==> src/hdl/PkgAlu.sv <==
package PkgAlu;

	// datapath width of the execution unit.
	localparam int dataWidth = 32;

	// bits of b that select an in-range shift.
	localparam int shiftWidth = $clog2(dataWidth);

	typedef logic [dataWidth-1:0] AluData;

	typedef logic [shiftWidth-1:0] ShiftAmount;

	// the codes are fixed, since the test data uses them directly.
	typedef enum logic [3:0]
	{
		Add = 4'd0,
		Sub = 4'd1,
		Sltu = 4'd2,
		Slts = 4'd3,
		AndN = 4'd4,
		And = 4'd5,
		Or = 4'd6,
		Xor = 4'd7,
		InvA = 4'd8,
		Lsl = 4'd9,
		Lsr = 4'd10,
		Asr = 4'd11,
		OrN = 4'd12,
		Nand = 4'd13,
		Nor = 4'd14,
		Xnor = 4'd15
	} AluOper;

endpackage

==> src/hdl/PkgAluStream.sv <==
package PkgAluStream;

	// width of the tag that travels with each request.
	localparam int tagWidth = 4;

	typedef logic [tagWidth-1:0] AluTag;

	// fill level of the output buffer.
	typedef enum logic [1:0]
	{
		Empty = 2'd0,
		One = 2'd1,
		Two = 2'd2
	} RetireState;

endpackage
==> src/hdl/AluReqIf.sv <==
interface AluReqIf;

	import PkgAlu::*;
	import PkgAluStream::*;

	logic valid;
	logic ready;
	AluOper oper;
	AluData a;
	AluData b;
	AluTag tag;

	// the side that offers a request.
	modport producer
	(
		output valid,
		output oper,
		output a,
		output b,
		output tag,
		input ready
	);

	// the side that takes a request.
	modport consumer
	(
		input valid,
		input oper,
		input a,
		input b,
		input tag,
		output ready
	);

endinterface

==> src/hdl/AluRespIf.sv <==
interface AluRespIf;

	import PkgAlu::*;
	import PkgAluStream::*;

	logic valid;
	logic ready;
	AluData data;
	AluTag tag; // copied from the request.

	modport producer
	(
		output valid,
		output data,
		output tag,
		input ready
	);

	modport consumer
	(
		input valid,
		input data,
		input tag,
		output ready
	);

endinterface

==> src/hdl/Alu.sv <==
module Alu
(
	AluReqIf.consumer req,
	AluRespIf.producer resp
);

	import PkgAlu::*;

	logic ltu;
	logic lts;
	logic outOfRange;

	ShiftAmount amount;

	AluData lslData;
	AluData lsrData;
	AluData asrData;
	AluData signFill;

	// unsigned and signed less-than of a and b.
	assign ltu = req.a < req.b;
	assign lts = $signed(req.a) < $signed(req.b);

	// any set bit above the low five means a shift of 32 or more.
	assign outOfRange = |req.b[dataWidth-1:shiftWidth];
	assign amount = req.b[shiftWidth-1:0];

	assign signFill = {dataWidth{req.a[dataWidth-1]}};

	BarrelShifter shifter
	(
		.data(req.a),
		.amount(amount),
		.lsl(lslData),
		.lsr(lsrData),
		.asr(asrData)
	);

	// the unit has no state of its own.
	assign resp.valid = req.valid;
	assign resp.tag = req.tag;
	assign req.ready = resp.ready;

	always_comb
	begin
		case (req.oper)
			Add:
			begin
				resp.data = req.a + req.b; // wraps modulo 2^32.
			end

			Sub:
			begin
				resp.data = req.a - req.b;
			end

			Sltu:
			begin
				resp.data = {{(dataWidth - 1){1'b0}}, ltu};
			end

			Slts:
			begin
				resp.data = {{(dataWidth - 1){1'b0}}, lts};
			end

			AndN:
			begin
				resp.data = req.a & ~req.b;
			end

			And:
			begin
				resp.data = req.a & req.b;
			end

			Or:
			begin
				resp.data = req.a | req.b;
			end

			Xor:
			begin
				resp.data = req.a ^ req.b;
			end

			InvA:
			begin
				resp.data = ~req.a;
			end

			Lsl:
			begin
				if (outOfRange)
				begin
					resp.data = '0;
				end
				else
				begin
					resp.data = lslData;
				end
			end

			Lsr:
			begin
				if (outOfRange)
				begin
					resp.data = '0;
				end
				else
				begin
					resp.data = lsrData;
				end
			end

			Asr:
			begin
				// large shifts leave only copies of the sign bit.
				if (outOfRange)
				begin
					resp.data = signFill;
				end
				else
				begin
					resp.data = asrData;
				end
			end

			OrN:
			begin
				resp.data = req.a | ~req.b;
			end

			Nand:
			begin
				resp.data = ~(req.a & req.b);
			end

			Nor:
			begin
				resp.data = ~(req.a | req.b);
			end

			Xnor:
			begin
				resp.data = ~(req.a ^ req.b);
			end

			default:
			begin
				resp.data = '0;
			end
		endcase
	end

endmodule

==> src/hdl/AluIssue.sv <==
module AluIssue
(
	input logic clk,
	input logic rstN,
	input logic reqValid,
	output logic reqReady,
	input PkgAlu::AluOper reqOper,
	input PkgAlu::AluData reqA,
	input PkgAlu::AluData reqB,
	input PkgAluStream::AluTag reqTag,
	AluReqIf.producer issue
);

	import PkgAlu::*;
	import PkgAluStream::*;

	logic full;
	logic accept;
	logic drain;

	AluOper heldOper;
	AluData heldA;
	AluData heldB;
	AluTag heldTag;

	// the held request leaves when downstream takes it this cycle.
	assign drain = full && issue.ready;

	// downstream ready comes from the retire state, so this stays registered.
	assign reqReady = !full || issue.ready;
	assign accept = reqValid && reqReady;

	always_ff @(posedge clk)
	begin
		if (!rstN)
		begin
			full <= 1'b0;
		end
		else if (accept)
		begin
			full <= 1'b1;
		end
		else if (drain)
		begin
			full <= 1'b0;
		end
	end

	always_ff @(posedge clk)
	begin
		if (accept)
		begin
			heldOper <= reqOper;
			heldA <= reqA;
			heldB <= reqB;
			heldTag <= reqTag;
		end
	end

	assign issue.valid = full;
	assign issue.oper = heldOper;
	assign issue.a = heldA;
	assign issue.b = heldB;
	assign issue.tag = heldTag;

endmodule

==> src/hdl/AluRetire.sv <==
module AluRetire
(
	input logic clk,
	input logic rstN,
	AluRespIf.consumer retire,
	output logic respValid,
	input logic respReady,
	output PkgAlu::AluData respData,
	output PkgAluStream::AluTag respTag
);

	import PkgAlu::*;
	import PkgAluStream::*;

	RetireState state;
	RetireState nextState;

	logic push;
	logic pop;

	// head is what the port shows, skid is the younger entry behind it.
	AluData headData;
	AluTag headTag;
	AluData skidData;
	AluTag skidTag;

	// ready depends on the registered state only.
	assign retire.ready = (state != Two);
	assign respValid = (state != Empty);

	assign push = retire.valid && retire.ready;
	assign pop = respValid && respReady;

	always_comb
	begin
		nextState = state;
		case (state)
			Empty:
			begin
				if (push)
				begin
					nextState = One;
				end
			end

			One:
			begin
				if (push && !pop)
				begin
					nextState = Two;
				end
				else if (!push && pop)
				begin
					nextState = Empty;
				end
			end

			Two:
			begin
				if (pop)
				begin
					nextState = One; // the skid entry moves up to the head.
				end
			end

			default:
			begin
				nextState = Empty;
			end
		endcase
	end

	always_ff @(posedge clk)
	begin
		if (!rstN)
		begin
			state <= Empty;
		end
		else
		begin
			state <= nextState;
		end
	end

	always_ff @(posedge clk)
	begin
		if (state == Two)
		begin
			if (pop)
			begin
				headData <= skidData;
				headTag <= skidTag;
			end
		end
		else if (push)
		begin
			// a busy head that stays keeps the new result in the skid entry.
			if (state == One && !pop)
			begin
				skidData <= retire.data;
				skidTag <= retire.tag;
			end
			else
			begin
				headData <= retire.data;
				headTag <= retire.tag;
			end
		end
	end

	assign respData = headData;
	assign respTag = headTag;

endmodule

==> src/hdl/AluTop.sv <==
module AluTop
(
	input logic clk,
	input logic rstN,
	input logic reqValid,
	output logic reqReady,
	input PkgAlu::AluOper reqOper,
	input PkgAlu::AluData reqA,
	input PkgAlu::AluData reqB,
	input PkgAluStream::AluTag reqTag,
	output logic respValid,
	input logic respReady,
	output PkgAlu::AluData respData,
	output PkgAluStream::AluTag respTag
);

	AluReqIf reqIf();

	AluRespIf respIf();

	// registered request boundary.
	AluIssue issueStage
	(
		.clk(clk),
		.rstN(rstN),
		.reqValid(reqValid),
		.reqReady(reqReady),
		.reqOper(reqOper),
		.reqA(reqA),
		.reqB(reqB),
		.reqTag(reqTag),
		.issue(reqIf.producer)
	);

	Alu alu
	(
		.req(reqIf.consumer),
		.resp(respIf.producer)
	);

	// in-order result buffer that takes the back-pressure.
	AluRetire retireStage
	(
		.clk(clk),
		.rstN(rstN),
		.retire(respIf.consumer),
		.respValid(respValid),
		.respReady(respReady),
		.respData(respData),
		.respTag(respTag)
	);

endmodule

==> src/hdl/BarrelShifter.sv <==
module BarrelShifter
(
	input PkgAlu::AluData data,
	input PkgAlu::ShiftAmount amount,
	output PkgAlu::AluData lsl,
	output PkgAlu::AluData lsr,
	output PkgAlu::AluData asr
);

	import PkgAlu::*;

	// entry 0 is the input, entry i holds the value after stage i.
	AluData lslStage [0:shiftWidth];
	AluData lsrStage [0:shiftWidth];
	AluData asrStage [0:shiftWidth];

	assign lslStage[0] = data;
	assign lsrStage[0] = data;
	assign asrStage[0] = data;

	for (genvar i = 0; i < shiftWidth; i++)
	begin : genStage
		localparam int step = 1 << i;

		// each stage either passes its input or moves it by step bits.
		assign lslStage[i + 1] = amount[i]
			? {lslStage[i][dataWidth-1-step:0], {step{1'b0}}}
			: lslStage[i];

		assign lsrStage[i + 1] = amount[i]
			? {{step{1'b0}}, lsrStage[i][dataWidth-1:step]}
			: lsrStage[i];

		assign asrStage[i + 1] = amount[i]
			? {{step{data[dataWidth-1]}}, asrStage[i][dataWidth-1:step]} // sign fill.
			: asrStage[i];
	end

	assign lsl = lslStage[shiftWidth];
	assign lsr = lsrStage[shiftWidth];
	assign asr = asrStage[shiftWidth];

endmodule

==> config.mk <==
export PLATFORM = sky130hd
export DESIGN_NAME = AluTop
export DESIGN_NICKNAME = d
export VERILOG_FILES = /design/src/hdl/PkgAlu.sv /design/src/hdl/PkgAluStream.sv /design/src/hdl/AluReqIf.sv /design/src/hdl/AluRespIf.sv /design/src/hdl/Alu.sv /design/src/hdl/AluIssue.sv /design/src/hdl/AluRetire.sv /design/src/hdl/AluTop.sv /design/src/hdl/BarrelShifter.sv
export SDC_FILE = /design/constraint.sdc
export NUM_CORES = 1
export LEC_CHECK = 0
export BUFFER_PORTS_ARGS = -buffer_cell sky130_fd_sc_hd__buf_2
export CAP_MARGIN = 20
export CORE_MARGIN = 4
export CORE_UTILIZATION = 57
export CTS_CLUSTER_SIZE = 14
export DETAILED_ROUTE_END_ITERATION = 10
export PLACE_DENSITY_LB_ADDON = 0.15
export SETUP_SLACK_MARGIN = 0.5
export SLEW_MARGIN = 30
export SYNTH_ARGS = -nofsm -noshare
export SYNTH_HDL_FRONTEND = slang
export SYNTH_SLANG_ARGS = --single-unit
==> constraint.sdc <==
create_clock -name clk -period 6 [get_ports clk]
set_clock_uncertainty 0.1 [all_clocks]
set_input_delay 1.8 -clock clk [delete_from_list [all_inputs] [get_ports clk]]
set_output_delay 1.8 -clock clk [all_outputs]
set_load 0.1 [all_outputs]
Yosys cells after proc, flatten, opt, wreduce, memory -nomap -nowiden
Cells that the tools add are included.
- flip-flop bits (word level): 147
- input bits: 76
- logic and storage cells: 100
- add/sub/neg operators: 2
- magnitude comparators: 2
- eq/ne operators: 22
- mux-type cells: 34
- bitwise operators: 11
- reductions and logical operators: 19
- operators with widths (kind ; count):
    $mux 32 ; 16
    $pmux 32 s16 ; 1
    $mux 31 ; 6
    $not 32->32 ; 5
    $and 32x32->32 ; 2
    $lt 32x32->1 ; 2
    $or 32x32->32 ; 2
    $add 32x32->32 ; 1
    $eq 4x4->1 const B ; 8
    $sub 32x32->32 ; 1
    $xor 32x32->32 ; 1
    $reduce_or 27->1 ; 1
    $eq 4x3->1 const B ; 4
    $mux 4 ; 4
    $reduce_and 3->1 ; 3
    $eq 4x2->1 const B ; 2
    $mux 2 ; 4
    $logic_and 1x1->1 ; 6
    $ne 2x1->1 const B ; 3
    $pmux 2 s3 ; 1
    $reduce_bool 2->1 ; 3
    $eq 4x1->1 const B ; 1
    $logic_not 4->1 ; 1
    $logic_not 1->1 ; 3
    8 further kinds ; 9

Longest topological paths before layout
- word-level depth: 10
- depth in mapped cells: 16
- gate-level depth less buffers: 12

Modules after synthesis
Synthesis repeated with hierarchy kept, for this count alone.
- cells, all modules: 2096
- area, all modules: 17910.9 µm²
- by module, submodules not included (module ; instances ; cells each ; area each (µm²) ; seq. area each (µm²)):
    Alu ; 1 ; 1218 ; 8229.1 ; 0.0
    BarrelShifter ; 1 ; 593 ; 4673.2 ; 0.0
    AluRetire ; 1 ; 208 ; 2788.9 ; 2202.1
    AluIssue ; 1 ; 77 ; 2219.6 ; 2182.1

Worst setup path before layout
No wires, ideal clock.
- path type: register to register
- start: register issueStage.heldB[2] (netlist: issueStage.issue.b[2])
- end: register retireStage.skidData[26] (data pin)
- data arrival time: 3.898 ns
- required time: 5.635 ns
- setup slack: 1.736 ns
- stages on the path, launching flop included: 16
- buffers on the path: 4
- cells stage by stage: edfxtp_1 inv_1 buf_2 buf_2 clkbuf_1 ha_1 buf_2 o21bai_1 a2111oi_0 or4_4 a211oi_2 o211ai_1 o31ai_1 xnor2_1 nor2_1 or3_1
- cells in the longest elaborated chain, start to end: 5
- elaborated cells between the ends (all ways): 15
- classes of those cells: add/sub (2); mux (13)
- ends and longest elaborated chain (what ; RTL line ; text):
    start, declared ; AluIssue.sv:23 ; AluData heldB;
    start signal, assigned ; AluIssue.sv:55 ; heldB <= reqB;
    branches (longest 4 deep; another with $sub 32x32->32) ; -- ;
    $pmux 32 s16 * ; Alu.sv:46 ; case (req.oper)
    net alu.resp.data[26] ; AluRespIf.sv:14 ; output data,
    end signal, assigned ; AluRetire.sv:100 ; skidData <= retire.data;
    end, declared ; AluRetire.sv:24 ; AluData skidData;
Mark *: on every way through the listed nets, which the timed path passes.
A chain may end at the register's enable or synchronous reset.

Worst setup path in the final report
- start: register issueStage.heldB[0] (netlist: issueStage.issue.b[0])
- end: register retireStage.skidData[26] (data pin)
- cells in the longest elaborated chain, start to end: 7
- elaborated cells between the ends (all ways): 21
- classes of those cells: add/sub (2); mux (19)
- ends and longest elaborated chain (what ; RTL line):
    branches (longest 6 deep; another with $sub 32x32->32) ; --
    $pmux 32 s16 * ; Alu.sv:46
    net alu.resp.data[26] ; AluRespIf.sv:14
Marked as above.

==> flow_summary.toml <==
[hold_path]
hp-start = "issueStage.issue.tag[2]"
hp-class = "reg2reg"
hold_end = "retireStage.skidTag[2]"
hold-path-cell-count = 0

[placed_design]
globalplace.congestion = 1.055
numPortBuffers = 113
dp_slack_ps = 1582
hpwl_um = 44760
placed_area_mm2 = 0.01646

[grt]
grt_pass1_wl_um = 90550
grt_antenna_before_repair = 1
grt_usage_pct = 38.81
overflow = 0
grt_max_degree = 83
grt_pass1_vias = 14430

[sta]
rsz0062_at_grt = "false"
tns_ps = 0
drv_slew = 0
hold_viol_final = 0
finalCritPeriodShare_pct = 77.52
fin_ws_ps = 1349
fin_hold_ws_ps = 352.6
post-route-min-period_ps = 4651
fmax_ghz = 0.2150
max_slew.worst_pin.slew_ps = 1131
setup_violations = 0
relSlewSlack_pct = 24.33

[cts]
cts_hold_buffers = 0
clkTransAtPathRegs_ps = 80
cts_sinks = 147
ctsResizeCount = 0
cts_buffers = 17
cts_tree = "yes"
clock_latency_ps = 450
post_cts_buffers = 0
cts-root-buf = "clkbuf_16"
htree_levels = 4
cts.path.max_buffers = 2

[synth]
synth_edf_count = 144
seq_area_frac_synth_pct = 27.86
netlist_top_cells_count = "nor2_1 (169), edfxtp_1 (144), nand2_1 (136), ha_1 (128), a21oi_1 (123)"
ys.warnings.count = 0
syn-instance-count = 1757
synth_nets = 1963
synth.top_cells.by_area = "edfxtp_1 (27%), ha_1 (10%), mux4_2 (6.3%), mux2_2 (4.1%), nor2_1 (4.0%)"
ys_ff_latch = 147
netlist-cell-type-count = 92
synthFlopType = "edfxtp_1"
syn-cell-area_mm2 = 0.01574
yosysMostFrequentCell = "nor2_1"
syn_avg_cell_area_um2 = 8.958
async_reset_ff_share_pct = 0
yosys.area.top_type_share_pct = 27.47
synth_top_area_cell = "edfxtp_1"

[floorplanning]
dieArea_mm2 = 0.03034
die_h_um = 174.2
design.core.area_mm2 = 0.02703
die_w_um = 174.2
rows = 60
ios = 114
initial_utilization_pct = 58.24

[critical_path]
start_kind = "flop"
reg2regPathDepth = 12
r2r_start = "issueStage.issue.b[0]"
critPathArrivalTime_ps = 4740
rr_endpoint = "retireStage.skidData[26]"
ff2ff_setup_slack_ps = 1350
critPathKind = "reg2reg"
crit_fanout = 15
end_kind = "flop"
cp.required_ps = 6090

[final_layout]
num-nets-final = 1998
drive_gt1_share_pct = 17.84
regArea_mm2 = 0.004384
diodes = 0
fin_area_mm2 = 0.01702
multi_input_area_mm2 = 0.01046
syn_to_final_growth_pct = 8.109
final_util_pct = 62.96
fill_cells = 2360

[routing]
drt_iter0_markers = 2684
ant_nets = 0
vias_per_cell = 7.167
route.vias.total = 15380
drt_wl_total_um = 60690
post_drt_wl_per_cell_um = 28.28
dr.pass1.iters = 8
post-route-drc-count = 0

[power_and_ir_drop]
p_leak_nw = 6.716
p_sw_share_pct = 39.17
p_int_mw = 2.184
ir_drop_v = 0.0002144
pwr-share-comb_pct = 35.4
cellPowerDensity_mw_per_mm2 = 211.0
clkPwrFrac_pct = 28.9
seqPwrFrac_pct = 35.7
p_switching_mw = 1.406

[job]
max-cap-violations = 0

[run_status]
status = "complete, no violations"
## area by class of cell
cell class	instances	area share (%)
Tap cell	341	2.508
Clock buffer	18	2.522
Inverter	98	2.162
Timing Repair Buffer	147	4.897
Clock inverter	14	0.6912
Multi-Input combinational cell	1381	61.45
Sequential cell	147	25.77
## power groups by stage
stage / clock (mW) / combinational, mW / sequential (mW)
2_1_floorplan: 0 / 0.778 / 1.40
3_3_place_gp: 0 / 1.21 / 1.30
3_5_place_dp: 0 / 1.22 / 1.30
4_1_cts: 1.05 / 1.23 / 1.28
5_1_grt: 1.10 / 1.34 / 1.28
6_report: 1.04 / 1.27 / 1.28
## per-stage QoR
| stage | cells | total power [mW] |
|---|---|---|
| after floorplan | 1757 | 2.181 |
| after global placement | 2114 | 2.509 |
| after detailed placement | 2114 | 2.524 |
| after CTS | 2146 | 3.557 |
| after global routing | 2146 | 3.726 |
| final | 2146 | 3.590 |
## placed cells by master, fill, tap and decap left out, types with 16 or more instances in the layout
cell type,count
o22ai_1,48
xnor2_1,53
mux2i_1,58
mux2_2,58
nor3_1,34
a21oi_1,123
buf_4,33
o21ai_0,95
xor2_1,24
clkbuf_16,17
edfxtp_1,144
nor2b_1,16
nand2b_1,17
o211ai_1,21
nand3_1,16
a31oi_1,20
ha_1,128
a221oi_1,24
nand2_1,136
inv_1,95
buf_2,113
a211oi_1,25
mux4_2,44
nor2_1,168
## worst max path at each step
| stage | start | slack, ps | end | cells past startpoint |
|---|---|---|---|---|
| after CTS | issueStage.issue.b[0] | 1550 | retireStage.skidData[26] | 12 |
| after floorplan | issueStage.issue.b[2] | 1740 | retireStage.skidData[26] | 15 |
| final | issueStage.issue.b[0] | 1350 | retireStage.skidData[26] | 12 |
| after detailed placement | issueStage.issue.b[0] | 1580 | retireStage.skidData[26] | 12 |
| after global routing | issueStage.issue.b[0] | 1220 | retireStage.skidData[26] | 12 |
| after global placement | issueStage.issue.b[3] | 1700 | retireStage.respData[31] | 12 |
## critical path, stage by stage, from the launching register on
cell	delay, ps
edfxtp_1	810
ha_1	320
inv_1	70
fa_1	410
nor2b_1	200
o311a_1	210
o31ai_2	120
o31ai_2	630
a31oi_2	260
o21ai_1	560
a21oi_1	200
mux2i_1	170
or3_1	310
## per-layer routing
metal / track usage (%) / wire, µm / vias up
met2: 56.67 / 25540 / 1175
met3: 9.656 / 7229 / 235
met1: 53.42 / 24150 / 7306
li1: - / - / 6662
met5: 0 / 13 / -
met4: 20.19 / 3754 / 2
## state kept, by name, indices dropped and copies added, names as in the netlist
register,flops
retireStage.respData,32
retireStage.state,2
issueStage.issue.a,32
issueStage.issue.valid,1
retireStage.skidTag,4
retireStage.respTag,4
issueStage.issue.oper,4
issueStage.issue.b,32
issueStage.issue.tag,4
retireStage.skidData,32
## cells by family (layout without fill, tap and decap cells)
family,Yosys count,in the layout,share of synthesized area (%)
multiplexers,161,161,14.21
adder cells (fa/ha/maj),130,130,10.43
buffers and inverters,229,277,5.978
flip-flops,147,147,27.86
AO/OA/AOI/OAI,532,532,22.85
AND/OR/NAND/NOR,481,481,14.40
XOR/XNOR,77,77,4.285
No activity file was read; power rests on OpenSTA's default activity.
